## src/logic/clint_map_pkg.sv

```systemverilog
`default_nettype none

package clint_map_pkg;

  localparam int unsigned CFG_ADDR_W = 4;   // word address into the register map
  localparam int unsigned CFG_DATA_W = 32;  // one write beat

  typedef logic [CFG_ADDR_W-1:0] cfg_addr_t;  // register select
  typedef logic [CFG_DATA_W-1:0] cfg_data_t;  // write payload

  // timer compare, split into two words
  localparam cfg_addr_t MTIMECMP_LO_ADDR = 4'd0;  // bits 31:0 of mtimecmp
  localparam cfg_addr_t MTIMECMP_HI_ADDR = 4'd1;  // bits 63:32 of mtimecmp

  // external interrupt enables, low EXT_IRQ_W bits are used
  localparam cfg_addr_t MINTEN_ADDR      = 4'd2;  // machine mode mask
  localparam cfg_addr_t SINTEN_ADDR      = 4'd3;  // supervisor mode mask

  // addresses 4..15 are unmapped and writes there are dropped

endpackage

`default_nettype wire

```

## src/logic/irq_pkg.sv

```systemverilog
`default_nettype none

package irq_pkg;

  localparam int unsigned EXT_IRQ_W  = 4;   // level sensitive lines from peripherals
  localparam int unsigned MTIME_W    = 64;  // machine time width
  localparam int unsigned IRQ_VEC_W  = 3;   // seip, mtip, meip
  localparam int unsigned IRQ_CAUSE_W = 4;  // enough for cause 11

  typedef logic [EXT_IRQ_W-1:0]   ext_irq_t;    // lines and their enable masks
  typedef logic [MTIME_W-1:0]     mtime_t;      // time and compare value
  typedef logic [IRQ_VEC_W-1:0]   irq_vec_t;    // pending vector
  typedef logic [IRQ_CAUSE_W-1:0] irq_cause_t;  // mcause style code

  // pending vector layout
  localparam int unsigned IRQ_SEIP_BIT = 0;  // supervisor external
  localparam int unsigned IRQ_MTIP_BIT = 1;  // machine timer
  localparam int unsigned IRQ_MEIP_BIT = 2;  // machine external

  // interrupt cause codes as in the privileged spec
  localparam irq_cause_t CAUSE_MEI = 4'd11;  // highest priority
  localparam irq_cause_t CAUSE_MTI = 4'd7;
  localparam irq_cause_t CAUSE_SEI = 4'd9;   // lowest of the three

endpackage

`default_nettype wire

```

## src/logic/clint_lite_top.sv

```systemverilog
`default_nettype none

module clint_lite_top
  import irq_pkg::*;
  import clint_map_pkg::*;
(
  input  wire             clock,
  input  wire             aresetn,
  input  wire             cfg_valid_i,    // shared by timer and gate
  input  wire cfg_addr_t  cfg_addr_i,
  input  wire cfg_data_t  cfg_data_i,
  input  wire ext_irq_t   interrupts_i,
  output wire mtime_t     mtime_o,
  output wire irq_vec_t   irq_pending_o,
  output wire             irq_valid_o,
  output wire irq_cause_t irq_cause_o
);

  wire mtip;  // timer level into the arbiter
  wire meip;  // machine external level
  wire seip;  // supervisor external level

  // each source decodes its own part of the register map
  mtimer i_mtimer (
    .clock       ( clock       ),
    .aresetn     ( aresetn     ),
    .cfg_valid_i ( cfg_valid_i ),
    .cfg_addr_i  ( cfg_addr_i  ),
    .cfg_data_i  ( cfg_data_i  ),
    .mtime_o     ( mtime_o     ),
    .mtip_o      ( mtip        )
  );

  ext_irq_gate i_ext_irq_gate (
    .clock        ( clock        ),
    .aresetn      ( aresetn      ),
    .cfg_valid_i  ( cfg_valid_i  ),
    .cfg_addr_i   ( cfg_addr_i   ),
    .cfg_data_i   ( cfg_data_i   ),
    .interrupts_i ( interrupts_i ),
    .meip_o       ( meip         ),
    .seip_o       ( seip         )
  );

  // two register stages from any source to the pending vector
  irq_arbiter i_irq_arbiter (
    .clock         ( clock         ),
    .aresetn       ( aresetn       ),
    .mtip_i        ( mtip          ),
    .meip_i        ( meip          ),
    .seip_i        ( seip          ),
    .irq_pending_o ( irq_pending_o ),
    .irq_valid_o   ( irq_valid_o   ),
    .irq_cause_o   ( irq_cause_o   )
  );

endmodule

`default_nettype wire

```

## src/logic/ext_irq_gate.sv

```systemverilog
`default_nettype none

module ext_irq_gate
  import irq_pkg::*;
  import clint_map_pkg::*;
(
  input  wire            clock,
  input  wire            aresetn,
  input  wire            cfg_valid_i,
  input  wire cfg_addr_t cfg_addr_i,
  input  wire cfg_data_t cfg_data_i,
  input  wire ext_irq_t  interrupts_i,  // level lines from peripherals
  output logic           meip_o,        // machine external pending
  output logic           seip_o         // supervisor external pending
);

  ext_irq_t minten_q;     // machine enable mask
  ext_irq_t sinten_q;     // supervisor enable mask
  logic     wr_minten;
  logic     wr_sinten;
  ext_irq_t m_active;     // lines enabled for machine mode
  ext_irq_t s_active;     // lines enabled for supervisor mode
  logic     meip_q;
  logic     seip_q;

  assign wr_minten = cfg_valid_i && (cfg_addr_i == MINTEN_ADDR);
  assign wr_sinten = cfg_valid_i && (cfg_addr_i == SINTEN_ADDR);

  // masks start closed, upper write data bits are ignored
  always_ff @(posedge clock or negedge aresetn) begin
    if (!aresetn) begin
      minten_q <= '0;
      sinten_q <= '0;
    end else begin
      if (wr_minten) begin
        minten_q <= cfg_data_i[EXT_IRQ_W-1:0];
      end
      if (wr_sinten) begin
        sinten_q <= cfg_data_i[EXT_IRQ_W-1:0];
      end
    end
  end

  assign m_active = interrupts_i & minten_q;
  assign s_active = interrupts_i & sinten_q;

  // a line may be routed to both modes at once
  always_ff @(posedge clock or negedge aresetn) begin
    if (!aresetn) begin
      meip_q <= 1'b0;
      seip_q <= 1'b0;
    end else begin
      meip_q <= |m_active;  // or-reduce to one level
      seip_q <= |s_active;
    end
  end

  assign meip_o = meip_q;
  assign seip_o = seip_q;

endmodule

`default_nettype wire

```

## src/logic/irq_arbiter.sv

```systemverilog
`default_nettype none

module irq_arbiter
  import irq_pkg::*;
(
  input  wire         clock,
  input  wire         aresetn,
  input  wire         mtip_i,         // from mtimer
  input  wire         meip_i,         // from ext_irq_gate
  input  wire         seip_i,         // from ext_irq_gate
  output irq_vec_t    irq_pending_o,  // one bit per source
  output logic        irq_valid_o,    // anything pending
  output irq_cause_t  irq_cause_o     // winner, zero when idle
);

  irq_vec_t   pending_d;
  irq_vec_t   pending_q;
  logic       valid_d;
  logic       valid_q;
  irq_cause_t cause_d;
  irq_cause_t cause_q;

  // place each source at its fixed bit
  always_comb begin
    pending_d               = '0;
    pending_d[IRQ_SEIP_BIT] = seip_i;
    pending_d[IRQ_MTIP_BIT] = mtip_i;
    pending_d[IRQ_MEIP_BIT] = meip_i;
  end

  assign valid_d = |pending_d;

  // fixed priority MEI > MTI > SEI
  always_comb begin
    cause_d = '0;  // idle code
    if (pending_d[IRQ_MEIP_BIT]) begin
      cause_d = CAUSE_MEI;
    end else if (pending_d[IRQ_MTIP_BIT]) begin
      cause_d = CAUSE_MTI;
    end else if (pending_d[IRQ_SEIP_BIT]) begin
      cause_d = CAUSE_SEI;
    end
  end

  // vector, valid and cause are sampled together so they always agree
  always_ff @(posedge clock or negedge aresetn) begin
    if (!aresetn) begin
      pending_q <= '0;
      valid_q   <= 1'b0;
      cause_q   <= '0;
    end else begin
      pending_q <= pending_d;
      valid_q   <= valid_d;
      cause_q   <= cause_d;
    end
  end

  assign irq_pending_o = pending_q;
  assign irq_valid_o   = valid_q;
  assign irq_cause_o   = cause_q;

endmodule

`default_nettype wire

```

## src/logic/mtimer.sv

```systemverilog
`default_nettype none

module mtimer
  import irq_pkg::*;
  import clint_map_pkg::*;
(
  input  wire            clock,
  input  wire            aresetn,
  input  wire            cfg_valid_i,  // write strobe, no stall
  input  wire cfg_addr_t cfg_addr_i,
  input  wire cfg_data_t cfg_data_i,
  output mtime_t         mtime_o,      // free running time
  output logic           mtip_o        // machine timer pending
);

  mtime_t    mtime_q;      // running counter
  cfg_data_t cmp_lo_q;     // low compare word
  cfg_data_t cmp_hi_q;     // high compare word
  mtime_t    mtimecmp;     // both halves joined
  logic      wr_cmp_lo;    // write hits low word
  logic      wr_cmp_hi;    // write hits high word
  logic      mtip_q;

  // address decode, only the two compare words belong here
  assign wr_cmp_lo = cfg_valid_i && (cfg_addr_i == MTIMECMP_LO_ADDR);
  assign wr_cmp_hi = cfg_valid_i && (cfg_addr_i == MTIMECMP_HI_ADDR);

  assign mtimecmp = {cmp_hi_q, cmp_lo_q};

  // time starts at zero on the first cycle out of reset
  always_ff @(posedge clock or negedge aresetn) begin
    if (!aresetn) begin
      mtime_q <= '0;
    end else begin
      mtime_q <= mtime_q + 1'b1;  // wraps after 2^64 cycles
    end
  end

  // compare halves, all ones keeps the timer quiet until programmed
  always_ff @(posedge clock or negedge aresetn) begin
    if (!aresetn) begin
      cmp_lo_q <= '1;
      cmp_hi_q <= '1;
    end else begin
      if (wr_cmp_lo) begin
        cmp_lo_q <= cfg_data_i;
      end
      if (wr_cmp_hi) begin
        cmp_hi_q <= cfg_data_i;  // independent of the low word
      end
    end
  end

  // level output, stays up while time is at or past compare
  // software clears it by moving the compare value ahead
  always_ff @(posedge clock or negedge aresetn) begin
    if (!aresetn) begin
      mtip_q <= 1'b0;
    end else begin
      mtip_q <= (mtime_q >= mtimecmp);  // one cycle behind the compare
    end
  end

  assign mtime_o = mtime_q;
  assign mtip_o  = mtip_q;

endmodule

`default_nettype wire

```

## config.mk

```make
export PLATFORM = sky130hd
export DESIGN_NAME = clint_lite_top
export DESIGN_NICKNAME = d
export VERILOG_FILES = /design/src/logic/clint_map_pkg.sv /design/src/logic/irq_pkg.sv /design/src/logic/clint_lite_top.sv /design/src/logic/ext_irq_gate.sv /design/src/logic/irq_arbiter.sv /design/src/logic/mtimer.sv
export SDC_FILE = /design/constraint.sdc
export NUM_CORES = 1
export LEC_CHECK = 0
export BUFFER_PORTS_ARGS = -buffer_cell sky130_fd_sc_hd__buf_2
export CAP_MARGIN = 25
export CORE_MARGIN = 3
export CORE_UTILIZATION = 60
export DETAILED_ROUTE_END_ITERATION = 6
export PLACE_DENSITY = 0.84
export REMOVE_ABC_BUFFERS = 1
export SKIP_LAST_GASP = 1
export SYNTH_ARGS = -nofsm -noshare
export SYNTH_HDL_FRONTEND = slang
export SYNTH_SLANG_ARGS = --single-unit
```

## constraint.sdc

```tcl
create_clock -name clock -period 4.45 [get_ports clock]
set_clock_uncertainty 0.1 [all_clocks]
set_input_delay 0.445 -clock clock [delete_from_list [all_inputs] [get_ports clock]]
set_output_delay 0.445 -clock clock [all_outputs]
set_load 0.02 [all_outputs]
```

==> results of run 1 <==
==> power groups by stage <==
stage	Sequential, mW	Combinational, mW	Clock [mW]
6_report	1.65	0.493	1.43
5_1_grt	1.67	0.561	1.52
4_1_cts	1.65	0.492	1.44
3_5_place_dp	1.67	0.480	0
3_3_place_gp	1.66	0.440	0
2_1_floorplan	1.68	0.291	0
==> path summary, 6_finish.rpt <==
check	from	to	slack [ps]	cells past startpoint
min in group asynchronous	aresetn	i_mtimer.mtime_o[30]$_DFF_PN0_	280	2
max in group asynchronous	aresetn	i_mtimer.cmp_lo_q[20]$_DFFE_PN1P_	2780	4
setup reg to reg	i_mtimer.cmp_lo_q[15]$_DFFE_PN1P_	i_mtimer.mtip_o$_DFF_PN0_	1690	8
setup / recovery	i_mtimer.cmp_lo_q[15]$_DFFE_PN1P_	i_mtimer.mtip_o$_DFF_PN0_	1690	8
hold reg to reg	i_ext_irq_gate.seip_o$_DFF_PN0_	i_irq_arbiter.irq_pending_o[0]$_DFF_PN0_	290	0
hold / removal	cfg_data_i[4]	i_mtimer.cmp_hi_q[4]$_DFFE_PN1P_	150	3
==> synthesized netlist by cell type <==
| master | n | area (sq um) |
|---|---|---|
| o211ai_1 | 2 | 15.01 |
| nor4_2 | 2 | 25.02 |
| nand4_1 | 25 | 156.4 |
| and2_0 | 1 | 6.260 |
| o31a_1 | 1 | 8.760 |
| buf_2 | 1 | 5.000 |
| a211oi_1 | 1 | 7.510 |
| nand3_4 | 1 | 17.52 |
| and4_2 | 1 | 10.01 |
| or2_2 | 2 | 12.51 |
| and3_1 | 15 | 93.84 |
| nand2_1 | 103 | 386.6 |
| nor4_4 | 2 | 42.54 |
| o22ai_1 | 1 | 6.260 |
| nor3_1 | 6 | 30.03 |
| a221oi_1 | 1 | 8.760 |
| ha_1 | 65 | 813.3 |
| nor2b_1 | 1 | 6.260 |
| and4_1 | 7 | 61.31 |
| a21oi_1 | 25 | 125.1 |
| or3_1 | 2 | 12.51 |
| nor3_2 | 1 | 10.01 |
| xnor2_1 | 48 | 420.4 |
| nand3_1 | 32 | 160.2 |
| nor3b_1 | 1 | 7.510 |
| a21o_1 | 13 | 97.59 |
| a21boi_0 | 1 | 7.510 |
| dfrtp_1 | 82 | 2052 |
| a221o_1 | 1 | 10.01 |
| a22oi_1 | 4 | 30.03 |
| o21ai_0 | 70 | 350.3 |
| xor2_1 | 14 | 122.6 |
| mux2_2 | 9 | 101.4 |
| o31ai_1 | 1 | 7.510 |
| nand4_4 | 2 | 42.54 |
| and2_1 | 2 | 12.51 |
| nor4_1 | 5 | 31.28 |
| buf_4 | 1 | 7.510 |
| inv_1 | 69 | 259.0 |
| dfstp_2 | 64 | 1682 |
| nor2_1 | 14 | 52.55 |
| clkbuf_1 | 14 | 52.55 |
==> cells in the final DEF (no fill, tap or decap), types with 7 or more instances in the layout <==
master     count
buf_2        113
nand2_1      103
dfrtp_1       82
o21ai_0       70
inv_1         69
ha_1          65
dfstp_2       64
xnor2_1       48
nand3_1       32
nand4_1       25
a21oi_1       25
clkbuf_16     17
and3_1        15
nor2_1        14
xor2_1        14
a21o_1        13
mux2_2         9
clkinv_2       8
and4_1         7
==> cell families after synthesis <==
logic type / Yosys count / share of synthesized area
adder cells (fa/ha/maj): 65 / 0.1104
buffers and inverters: 85 / 0.04399
multiplexers: 9 / 0.01376
AO/OA/AOI/OAI: 121 / 0.09154
AND/OR/NAND/NOR: 225 / 0.1598
flip-flops: 146 / 0.5068
XOR/XNOR: 62 / 0.07371
==> flip-flops by register name (all words and copies together) (netlist names) <==
register	count
i_irq_arbiter.irq_pending_o	3
i_ext_irq_gate.minten_q	4
i_ext_irq_gate.seip_o	1
i_ext_irq_gate.sinten_q	4
i_mtimer.cmp_hi_q	32
i_irq_arbiter.irq_cause_o	4
i_mtimer.cmp_lo_q	32
i_mtimer.mtime_o	64
i_mtimer.mtip_o	1
i_ext_irq_gate.meip_o	1
==> repair_timing <==
item,4_1_cts,5_1_grt
endpoints found under the setup margin,0,0
hold endpoints to repair,0,6
hold buffers,0,1
==> area by class of cell <==
class,instances,share of cell area
clock inverters,12,0.01578
flip-flops and latches,146,0.4281
clock buffers,20,0.05236
inverters,69,0.02969
repair buffers,119,0.07302
multi-input cells,482,0.3806
well taps,143,0.02051
==> routing by layer <==
metal / global-route usage / share of wire
met1: 0.3476 / 0.40
met2: 0.4513 / 0.51
met3: 0.06941 / 0.063
met4: 0.1208 / 0.031
met5: 0 / 0
==> worst max-delay path, cell delays in order (launching register included) <==
cell,delay (ps)
dfstp_2,520
inv_1,60
ha_1,310
nand4_1,160
nor4_1,650
a21boi_0,430
o31a_1,210
nor4_1,50
o21ai_0,190
==> stage by stage <==
stage          setup slack (ps)    util  hold slack (ps)
3_5_place_dp               1788  0.6908            280.7
4_1_cts                    1768  0.7416            107.7
3_3_place_gp               1929  0.6908            277.2
6_report                   1692  0.7448            152.6
5_1_grt                    1608  0.7448            153.3
2_1_floorplan             315.0       -            49.41
==> run_results.csv, run 1 <==
group,metric,value,unit
global_route,grt_max_degree,112,
placed_design,placed_area,8090,sq um
floorplan,core,11710,sq um
layout,fill_cells,795,
sta,fin_tns_setup,0,ps
worst_setup_path,worstSetupEndpointType,"flop",
placed_design,dp_hpwl,12.97,mm
clock_tree,cts.htree.levels,4,
floorplan,die-area,13640,sq um
power_and_ir_drop,pwr-share-clk,0.401,
global_route,grt_usage,0.2751,
clock_tree,clk_path_buf_depth,2,
drt,wl_per_cell,17.98,um
drt,ant_nets,0,
global_route,grt_pass1_wl,28.94,mm
min_path,min_path_type,"in2reg",
sta,fmax,0.3626,GHz
job,cap_violations,0,
power_and_ir_drop,vdd_ir_drop_max,350.1,uV
drt,vias,5778,
power_and_ir_drop,p_sw_frac,0.2510,
sta,tightest_slew,674.3,ps
placed_design,place.port_buffers,114,
synth,ys_types,42,
worst_setup_path,worstPathMaxFanout,3,
synth,synth_area_per_cell,10.33,sq um
power_and_ir_drop,p_switching,898.6,uW
global_route,gr-total-overflow,0,
drt,drt_iter0_markers,387,
floorplan,initial_core_util,0.6291,
power_and_ir_drop,power-per-cell-area,410.4,nW/um^2
clock_tree,cts_tree,"built",
power_and_ir_drop,p_seq_frac,0.462,
drt,drc_errors,0,
floorplan,rows,39,
outcome,status,"complete, no violations",
floorplan,die_h,116.8,um
drt,wl,17.81,mm
floorplan,io_pins,115,
global_route,grt_pass1_vias,5936,
drt,routed_via_density,5.830,
floorplan,die_x,116.8,um
clock_tree,numClockSinks,146,
worst_setup_path,worstPathArrival,2990,ps
clock_tree,clock_latency,420,ps
layout,final_area,8722,sq um
drt,first_pass_iters,4,
power_and_ir_drop,p_comb_frac,0.138,
clock_tree,clkTransAtPathRegs,60,ps
layout,drive_above_1_share,0.2771,
layout,instances_no_fill,991,
synth,yosysSeqAreaShare,0.5068,
power_and_ir_drop,intPower,2.681,mW
synth,syn_area,7367,sq um
worst_setup_path,crit_path_start_kind,"flop",
power_and_ir_drop,p_leak,4.433,nW
clock_tree,postCtsSetupRepairBufs,0,
layout,antenna_cells,0,
sta,maxSlewHeadroom,0.5463,
sta,setup_viol,0,
synth,syn_inst,713,
layout,nets,943,
sta,period_needed,2758,ps
sta,timing.final.crit_share,0.6198,
clock_tree,cts_buffers,17,
layout,regArea,3734,sq um
sta,maxSlewViolCount,0,
global_route,antenna_found_initial,0,
placed_design,place_inst,957,
clock_tree,cts_resized,0,
placed_design,gp_congestion,0.9304,
layout,areaGrowthSynthToFinish,18.39,%
sta,hold_violations,0,
clock_tree,clockRootBuffer,"clkbuf_16",
synth,ys_ff_latch,146,
synth,synth_warnings,0,
worst_setup_path,cp.required,4680,ps
power_and_ir_drop,finalPower,3.580,mW
sta,rsz0062_at_grt,"false",
worst_setup_path,worstSetupPathType,"reg2reg",
layout,multiInputGateArea,3319,sq um
No activity file was read; power rests on OpenSTA's default activity.
==> inputs of run 2 (changes only) <==
--- a/config.mk
+++ b/config.mk
@@ -8,9 +8,9 @@
 export BUFFER_PORTS_ARGS = -buffer_cell sky130_fd_sc_hd__buf_2
 export CAP_MARGIN = 25
 export CORE_MARGIN = 3
-export CORE_UTILIZATION = 60
+export CORE_UTILIZATION = 57
 export DETAILED_ROUTE_END_ITERATION = 6
-export PLACE_DENSITY = 0.84
+export PLACE_DENSITY = 0.8
 export REMOVE_ABC_BUFFERS = 1
 export SKIP_LAST_GASP = 1
 export SYNTH_ARGS = -nofsm -noshare
==> constraint.sdc (replaced) <==
create_clock -name clock -period 2.9 [get_ports clock]
set_clock_uncertainty 0.1 [all_clocks]
set_input_delay 0.29 -clock clock [delete_from_list [all_inputs] [get_ports clock]]
set_output_delay 0.29 -clock clock [all_outputs]
set_load 0.02 [all_outputs]
==> run 2 against run 1 <==
Combinational power increased by 53%. Fmax increased by 15%. Final cell count increased by 4.8%. Hold slack got worse by 140 ps. Clock-buffer cell count increased by 1. Routed wire length increased by 0.81%. Sequential power increased by 54%. Sequential share of layout area decreased by 1.0 points. First-iteration DRC count increased by 14%. Via count increased by 0.54%. Final area increased by 2.5%. Die area increased by 5.0%.
==> run_results.csv, run 2 (synthesis gave the netlist of run 1 again) <==
group,metric,value,unit
outcome,status,"complete, no violations",
drt,first_pass_iters,5,
drt,wl,17.96,mm
drt,routed_via_density,5.591,
sta,maxSlewHeadroom,0.5508,
layout,fill_cells,902,
power_and_ir_drop,vdd_ir_drop_max,422.1,uV
layout,nets,966,
layout,antenna_cells,0,
sta,setup_ws,502.8,ps
worst_setup_path,worstSetupEndpointType,"flop",
power_and_ir_drop,power-per-cell-area,609.7,nW/um^2
layout,layout_commonest_cell,"buf_2",
global_route,grt_pass1_wl,30.07,mm
drt,wl_per_cell,17.28,um
drt,drt_iter0_markers,443,
global_route,antenna_found_initial,0,
layout,largest_register_ffs,64,
drt,vias,5809,
clock_tree,cts.htree.levels,4,
floorplan,io_pins,115,
sta,hold_violations,0,
layout,final_area,8937,sq um
floorplan,initial_core_util,0.5984,
clock_tree,clkTransAtPathRegs,60,ps
layout,layout_common_cells,"113 x buf_2, 103 x nand2_1, 82 x dfrtp_1",
worst_setup_path,cp.required,3110,ps
clock_tree,cts_resized,0,
sta,maxSlewViolCount,0,
sta,rsz0062_at_grt,"false",
worst_setup_path,crit_path_start_kind,"flop",
sta,timing.final.crit_share,0.8266,
placed_design,dp_slack,558.7,ps
power_and_ir_drop,pwr-share-clk,0.395,
floorplan,core,12310,sq um
sta,setup_viol,0,
clock_tree,clockRootBuffer,"clkbuf_16",
clock_tree,cts_buffers,17,
worst_setup_path,worstSetupPathType,"reg2reg",
power_and_ir_drop,p_switching,1.386,mW
min_path,min_path_type,"in2reg",
sta,fmax,0.4171,GHz
placed_design,place.port_buffers,114,
floorplan,die_x,119.7,um
floorplan,die-area,14320,sq um
power_and_ir_drop,p_sw_frac,0.2543,
clock_tree,postCtsSetupRepairBufs,0,
power_and_ir_drop,p_leak,4.517,nW
placed_design,placed_area,8167,sq um
drt,drc_errors,0,
global_route,grt_max_degree,75,
clock_tree,clk_path_buf_depth,2,
placed_design,dp_hpwl,13.37,mm
layout,drive_above_1_share,0.2755,
floorplan,die_h,119.7,um
clock_tree,hold_buffers,19,
clock_tree,numClockSinks,146,
power_and_ir_drop,p_comb_frac,0.139,
floorplan,rows,40,
worst_setup_path,worstPathMaxFanout,9,
worst_setup_path,worstPathArrival,2600,ps
global_route,gr-total-overflow,0,
clock_tree,cts_tree,"built",
power_and_ir_drop,finalPower,5.449,mW
global_route,grt_pass1_vias,5990,
layout,areaGrowthSynthToFinish,21.31,%
drt,ant_nets,0,
clock_tree,clock_latency,430,ps
placed_design,gp_congestion,0.8988,
power_and_ir_drop,p_seq_frac,0.466,
job,cap_violations,0,
global_route,grt_usage,0.2665,
sta,tightest_slew,673.8,ps
sta,period_needed,2397,ps
power_and_ir_drop,intPower,4.063,mW
-- run 2: cell count changes in the layout (fill, tap and decap cells not counted), sizes merged --
cell and change:
buf +5, bufinv -1, clkbuf +1, clkinv -1, clkinvlp +1, dlygate4sd3 +18
-- run 2: critical path: stages (launching register included) --
cell	delay, ps
dfrtp_1	500
nand4_4	190
nor3_1	280
nand3_1	250
nor4_4	600
nand4_1	210
xnor2_1	160
-- run 2: power groups by stage --
stage | logic (mW) | registers (mW) | clock network [mW]
after floorplan | 0.447 | 2.58 | 0
after global placement | 0.675 | 2.56 | 0
after detailed placement | 0.729 | 2.57 | 0
after CTS | 0.762 | 2.54 | 2.17
after global routing | 0.867 | 2.57 | 2.27
final | 0.755 | 2.54 | 2.15
-- run 2: stage by stage --
step	setup TNS [ps]	std cells	hold slack [ps]	utilization
after floorplan	-61240	697	-105.6	-
after global placement	0	988	241.0	0.6633
final	0	1039	11.29	0.7259
after detailed placement	0	988	245.8	0.6633
after global routing	0	1039	13.07	0.7259
after CTS	0	1039	0.2026	0.7259
-- run 2: area by class of cell --
cell class | count | area, sq um | share of cell area
sequential | 146 | 3734 | 0.4178
multi-input combinational | 482 | 3319 | 0.3714
timing repair buffer | 142 | 834.6 | 0.09338
clock buffer | 21 | 470.5 | 0.05264
inverter | 69 | 259.0 | 0.02898
tap | 168 | 210.2 | 0.02352
clock inverter | 11 | 110.1 | 0.01232
-- run 2: path summary, 6_finish.rpt --
kind | startpoint | end | slack [ps] | cells after the start
setup / recovery | i_mtimer.mtime_o[37]$_DFF_PN0_ | i_mtimer.mtime_o[57]$_DFF_PN0_ | 500 | 6
hold / removal | cfg_data_i[11] | i_mtimer.cmp_lo_q[11]$_DFFE_PN1P_ | 10 | 3
setup reg to reg | i_mtimer.mtime_o[37]$_DFF_PN0_ | i_mtimer.mtime_o[57]$_DFF_PN0_ | 500 | 6
hold reg to reg | i_ext_irq_gate.seip_o$_DFF_PN0_ | i_irq_arbiter.irq_pending_o[0]$_DFF_PN0_ | 310 | 0
max in group asynchronous | aresetn | i_mtimer.cmp_hi_q[14]$_DFFE_PN1P_ | 1480 | 3
min in group asynchronous | aresetn | i_mtimer.mtime_o[61]$_DFF_PN0_ | 340 | 2
-- run 2: routing by layer --
metal | track usage | share of wire | vias up | wire length, um
met2 | 0.4502 | 0.50 | 192 | 8952
met1 | 0.3368 | 0.42 | 2827 | 7479
met3 | 0.05419 | 0.056 | 51 | 1011
li1 | - | - | 2739 | -
met5 | 0 | 0 | - | 0
met4 | 0.1081 | 0.029 | 0 | 514
==> inputs of run 3 (changes only) <==
==> constraint.sdc (replaced) <==
create_clock -name clock -period 2.5 [get_ports clock]
set_clock_uncertainty 0.1 [all_clocks]
set_input_delay 0.25 -clock clock [delete_from_list [all_inputs] [get_ports clock]]
set_output_delay 0.25 -clock clock [all_outputs]
set_load 0.02 [all_outputs]
==> run 3 against run 2 <==
Fmax grew 0.98%. Combinational power grew 22%. Die area unchanged. Register-to-register slack got worse by 380 ps. Sequential share of layout area down 1.4 points. Largest cell class unchanged.
==> run_results.csv, run 3 (synthesis gave the netlist of run 1 again) <==
group,metric,value,unit
sta,hold_violations,0,
min_path,min_path_type,"in2reg",
drt,drc_errors,0,
layout,largest_register_ffs,64,
sta,maxSlewViolCount,0,
worst_setup_path,worstSetupPathType,"reg2reg",
sta,timing.final.crit_share,0.9496,
power_and_ir_drop,p_switching,1.602,mW
sta,period_needed,2374,ps
clock_tree,cts_tree,"built",
floorplan,die-area,14320,sq um
worst_setup_path,cp.required,2700,ps
layout,antenna_cells,0,
drt,drt_iter0_markers,396,
floorplan,io_pins,115,
global_route,grt_use_met2,0.4668,
power_and_ir_drop,vdd_ir_drop_max,410.6,uV
power_and_ir_drop,power-per-cell-area,716.7,nW/um^2
global_route,use_met1,0.3449,
worst_setup_path,ff2ff_setup_slack,130,ps
drt,wl_per_cell,17.36,um
sta,maxSlewHeadroom,0.5696,
clock_tree,clockRootBuffer,"clkbuf_16",
placed_design,place.port_buffers,114,
drt,ant_nets,0,
worst_setup_path,crit_path_start_kind,"flop",
worst_setup_path,worstPathMaxFanout,3,
worst_setup_path,worstReg2RegStart,"i_mtimer.cmp_lo_q[14]$_DFFE_PN1P_",
sta,setup_ws,126.0,ps
drt,first_pass_iters,7,
global_route,grt_max_degree,71,
layout,drive_above_1_share,0.2746,
global_route,grt_pass1_vias,6196,
clock_tree,clk_path_buf_depth,2,
outcome,status,"complete, no violations",
drt,wl,18.47,mm
worst_setup_path,worstSetupEndpointType,"flop",
layout,layout_common_cells,"113 x buf_2, 103 x nand2_1, 82 x dfrtp_1",
global_route,gr-total-overflow,0,
clock_tree,numClockSinks,146,
placed_design,dp_hpwl,13.17,mm
floorplan,rows,40,
power_and_ir_drop,pwr-share-clk,0.417,
clock_tree,cts_buffers,17,
power_and_ir_drop,p_leak,4.660,nW
job,cap_violations,0,
clock_tree,clkTransAtPathRegs,60,ps
sta,tightest_slew,645.5,ps
floorplan,core,12310,sq um
sta,holdWs,40.00,ps
floorplan,die_h,119.7,um
global_route,grt_pass1_wl,31.07,mm
layout,layout_commonest_cell,"buf_2",
layout,nets,991,
worst_setup_path,worstPathArrival,2570,ps
sta,setup_viol,0,
clock_tree,cts.htree.levels,4,
worst_setup_path,rr_endpoint,"i_mtimer.mtip_o$_DFF_PN0_",
min_path,whs_endpoint,"i_mtimer.cmp_hi_q[0]$_DFFE_PN1P_",
min_path,min-delay-start,"cfg_data_i[0]",
power_and_ir_drop,p_sw_frac,0.2415,
min_path,hold_path_depth,3,
floorplan,die_x,119.7,um
placed_design,dp_slack,138.2,ps
layout,areaGrowthSynthToFinish,25.61,%
global_route,grt_usage,0.2738,
placed_design,gp_congestion,0.9114,
clock_tree,clock_latency,420,ps
floorplan,initial_core_util,0.5984,
global_route,top_usage_layer,"met2",
power_and_ir_drop,intPower,5.030,mW
worst_setup_path,reg2reg_depth,8,
sta,fmax,0.4212,GHz
power_and_ir_drop,p_comb_frac,0.139,
drt,routed_via_density,5.506,
drt,vias,5858,
global_route,met3_usage,0.05655,
global_route,antenna_found_initial,0,
power_and_ir_drop,p_seq_frac,0.444,
[run 3: cell types whose count changed in the layout (fill, tap and decap cells not counted), sizes merged]
cell	before	now
buf	123	129
bufinv	2	5
clkinv	7	5
clkinvlp	2	1
dlygate4sd3	19	38
[run 3: final cells by class]
class | count | area (sq um)
well taps | 168 | 210.2
repair buffers | 167 | 1082
fillers | 855 | 3058
multi-input cells | 482 | 3326
clock buffers | 21 | 460.4
inverters | 69 | 259.0
flip-flops and latches | 146 | 3734
clock inverters | 11 | 182.7
[run 3: stage by stage]
step	instances	util	setup TNS [ps]	instance area, sq um	power [mW]
after detailed placement	993	0.6674	0	8217	3.830
after global placement	993	0.6674	0	8217	3.751
after CTS	1063	0.7505	0	9240	6.664
after global routing	1064	0.7516	-45.29	9254	6.954
after floorplan	697	-	-84280	7302	3.509
final	1064	0.7516	0	9254	6.632
[run 3: how the worst max path moves through the flow]
stage                                      start                                to  slack, ps
4_1_cts           i_mtimer.mtime_o[37]$_DFF_PN0_    i_mtimer.mtime_o[62]$_DFF_PN0_        120
6_report       i_mtimer.cmp_lo_q[14]$_DFFE_PN1P_         i_mtimer.mtip_o$_DFF_PN0_        130
3_3_place_gp    i_mtimer.cmp_lo_q[5]$_DFFE_PN1P_         i_mtimer.mtip_o$_DFF_PN0_        200
5_1_grt        i_mtimer.cmp_lo_q[14]$_DFFE_PN1P_         i_mtimer.mtip_o$_DFF_PN0_        -50
2_1_floorplan                      cfg_addr_i[3]  i_mtimer.cmp_hi_q[0]$_DFFE_PN1P_      -1440
3_5_place_dp      i_mtimer.mtime_o[37]$_DFF_PN0_    i_mtimer.mtime_o[62]$_DFF_PN0_        140
[run 3: power groups by stage]
stage	Sequential, mW	Clock, mW	Combinational, mW
after floorplan	2.99	0	0.518
after CTS	2.94	2.79	0.927
after detailed placement	2.98	0	0.851
after global placement	2.96	0	0.787
after global routing	2.98	2.91	1.06
final	2.94	2.77	0.923
[run 3: layer usage]
metal | up-vias | share of wire
met5 | - | 0
met4 | 0 | 0.019
met3 | 29 | 0.052
met2 | 169 | 0.51
met1 | 2874 | 0.42
li1 | 2786 | -
[run 3: worst max-delay path, stage by stage (launching register included)]
cell     delay [ps]
dfstp_2         520
inv_1            40
ha_1            300
a21oi_1         160
nand2_1          70
a221o_1         360
o31a_1          320
nor4_2          260
o21ai_0         120
[run 3: what timing repair did]
| action | 4_1_cts | 5_1_grt |
|---|---|---|
| hold endpoints to repair | 91 | 0 |
| endpoints found under the setup margin | 0 | 10 |
| gates resized for setup | 0 | 2 |
| hold buffers | 38 | 0 |
| buffers inserted | 0 | 1 |
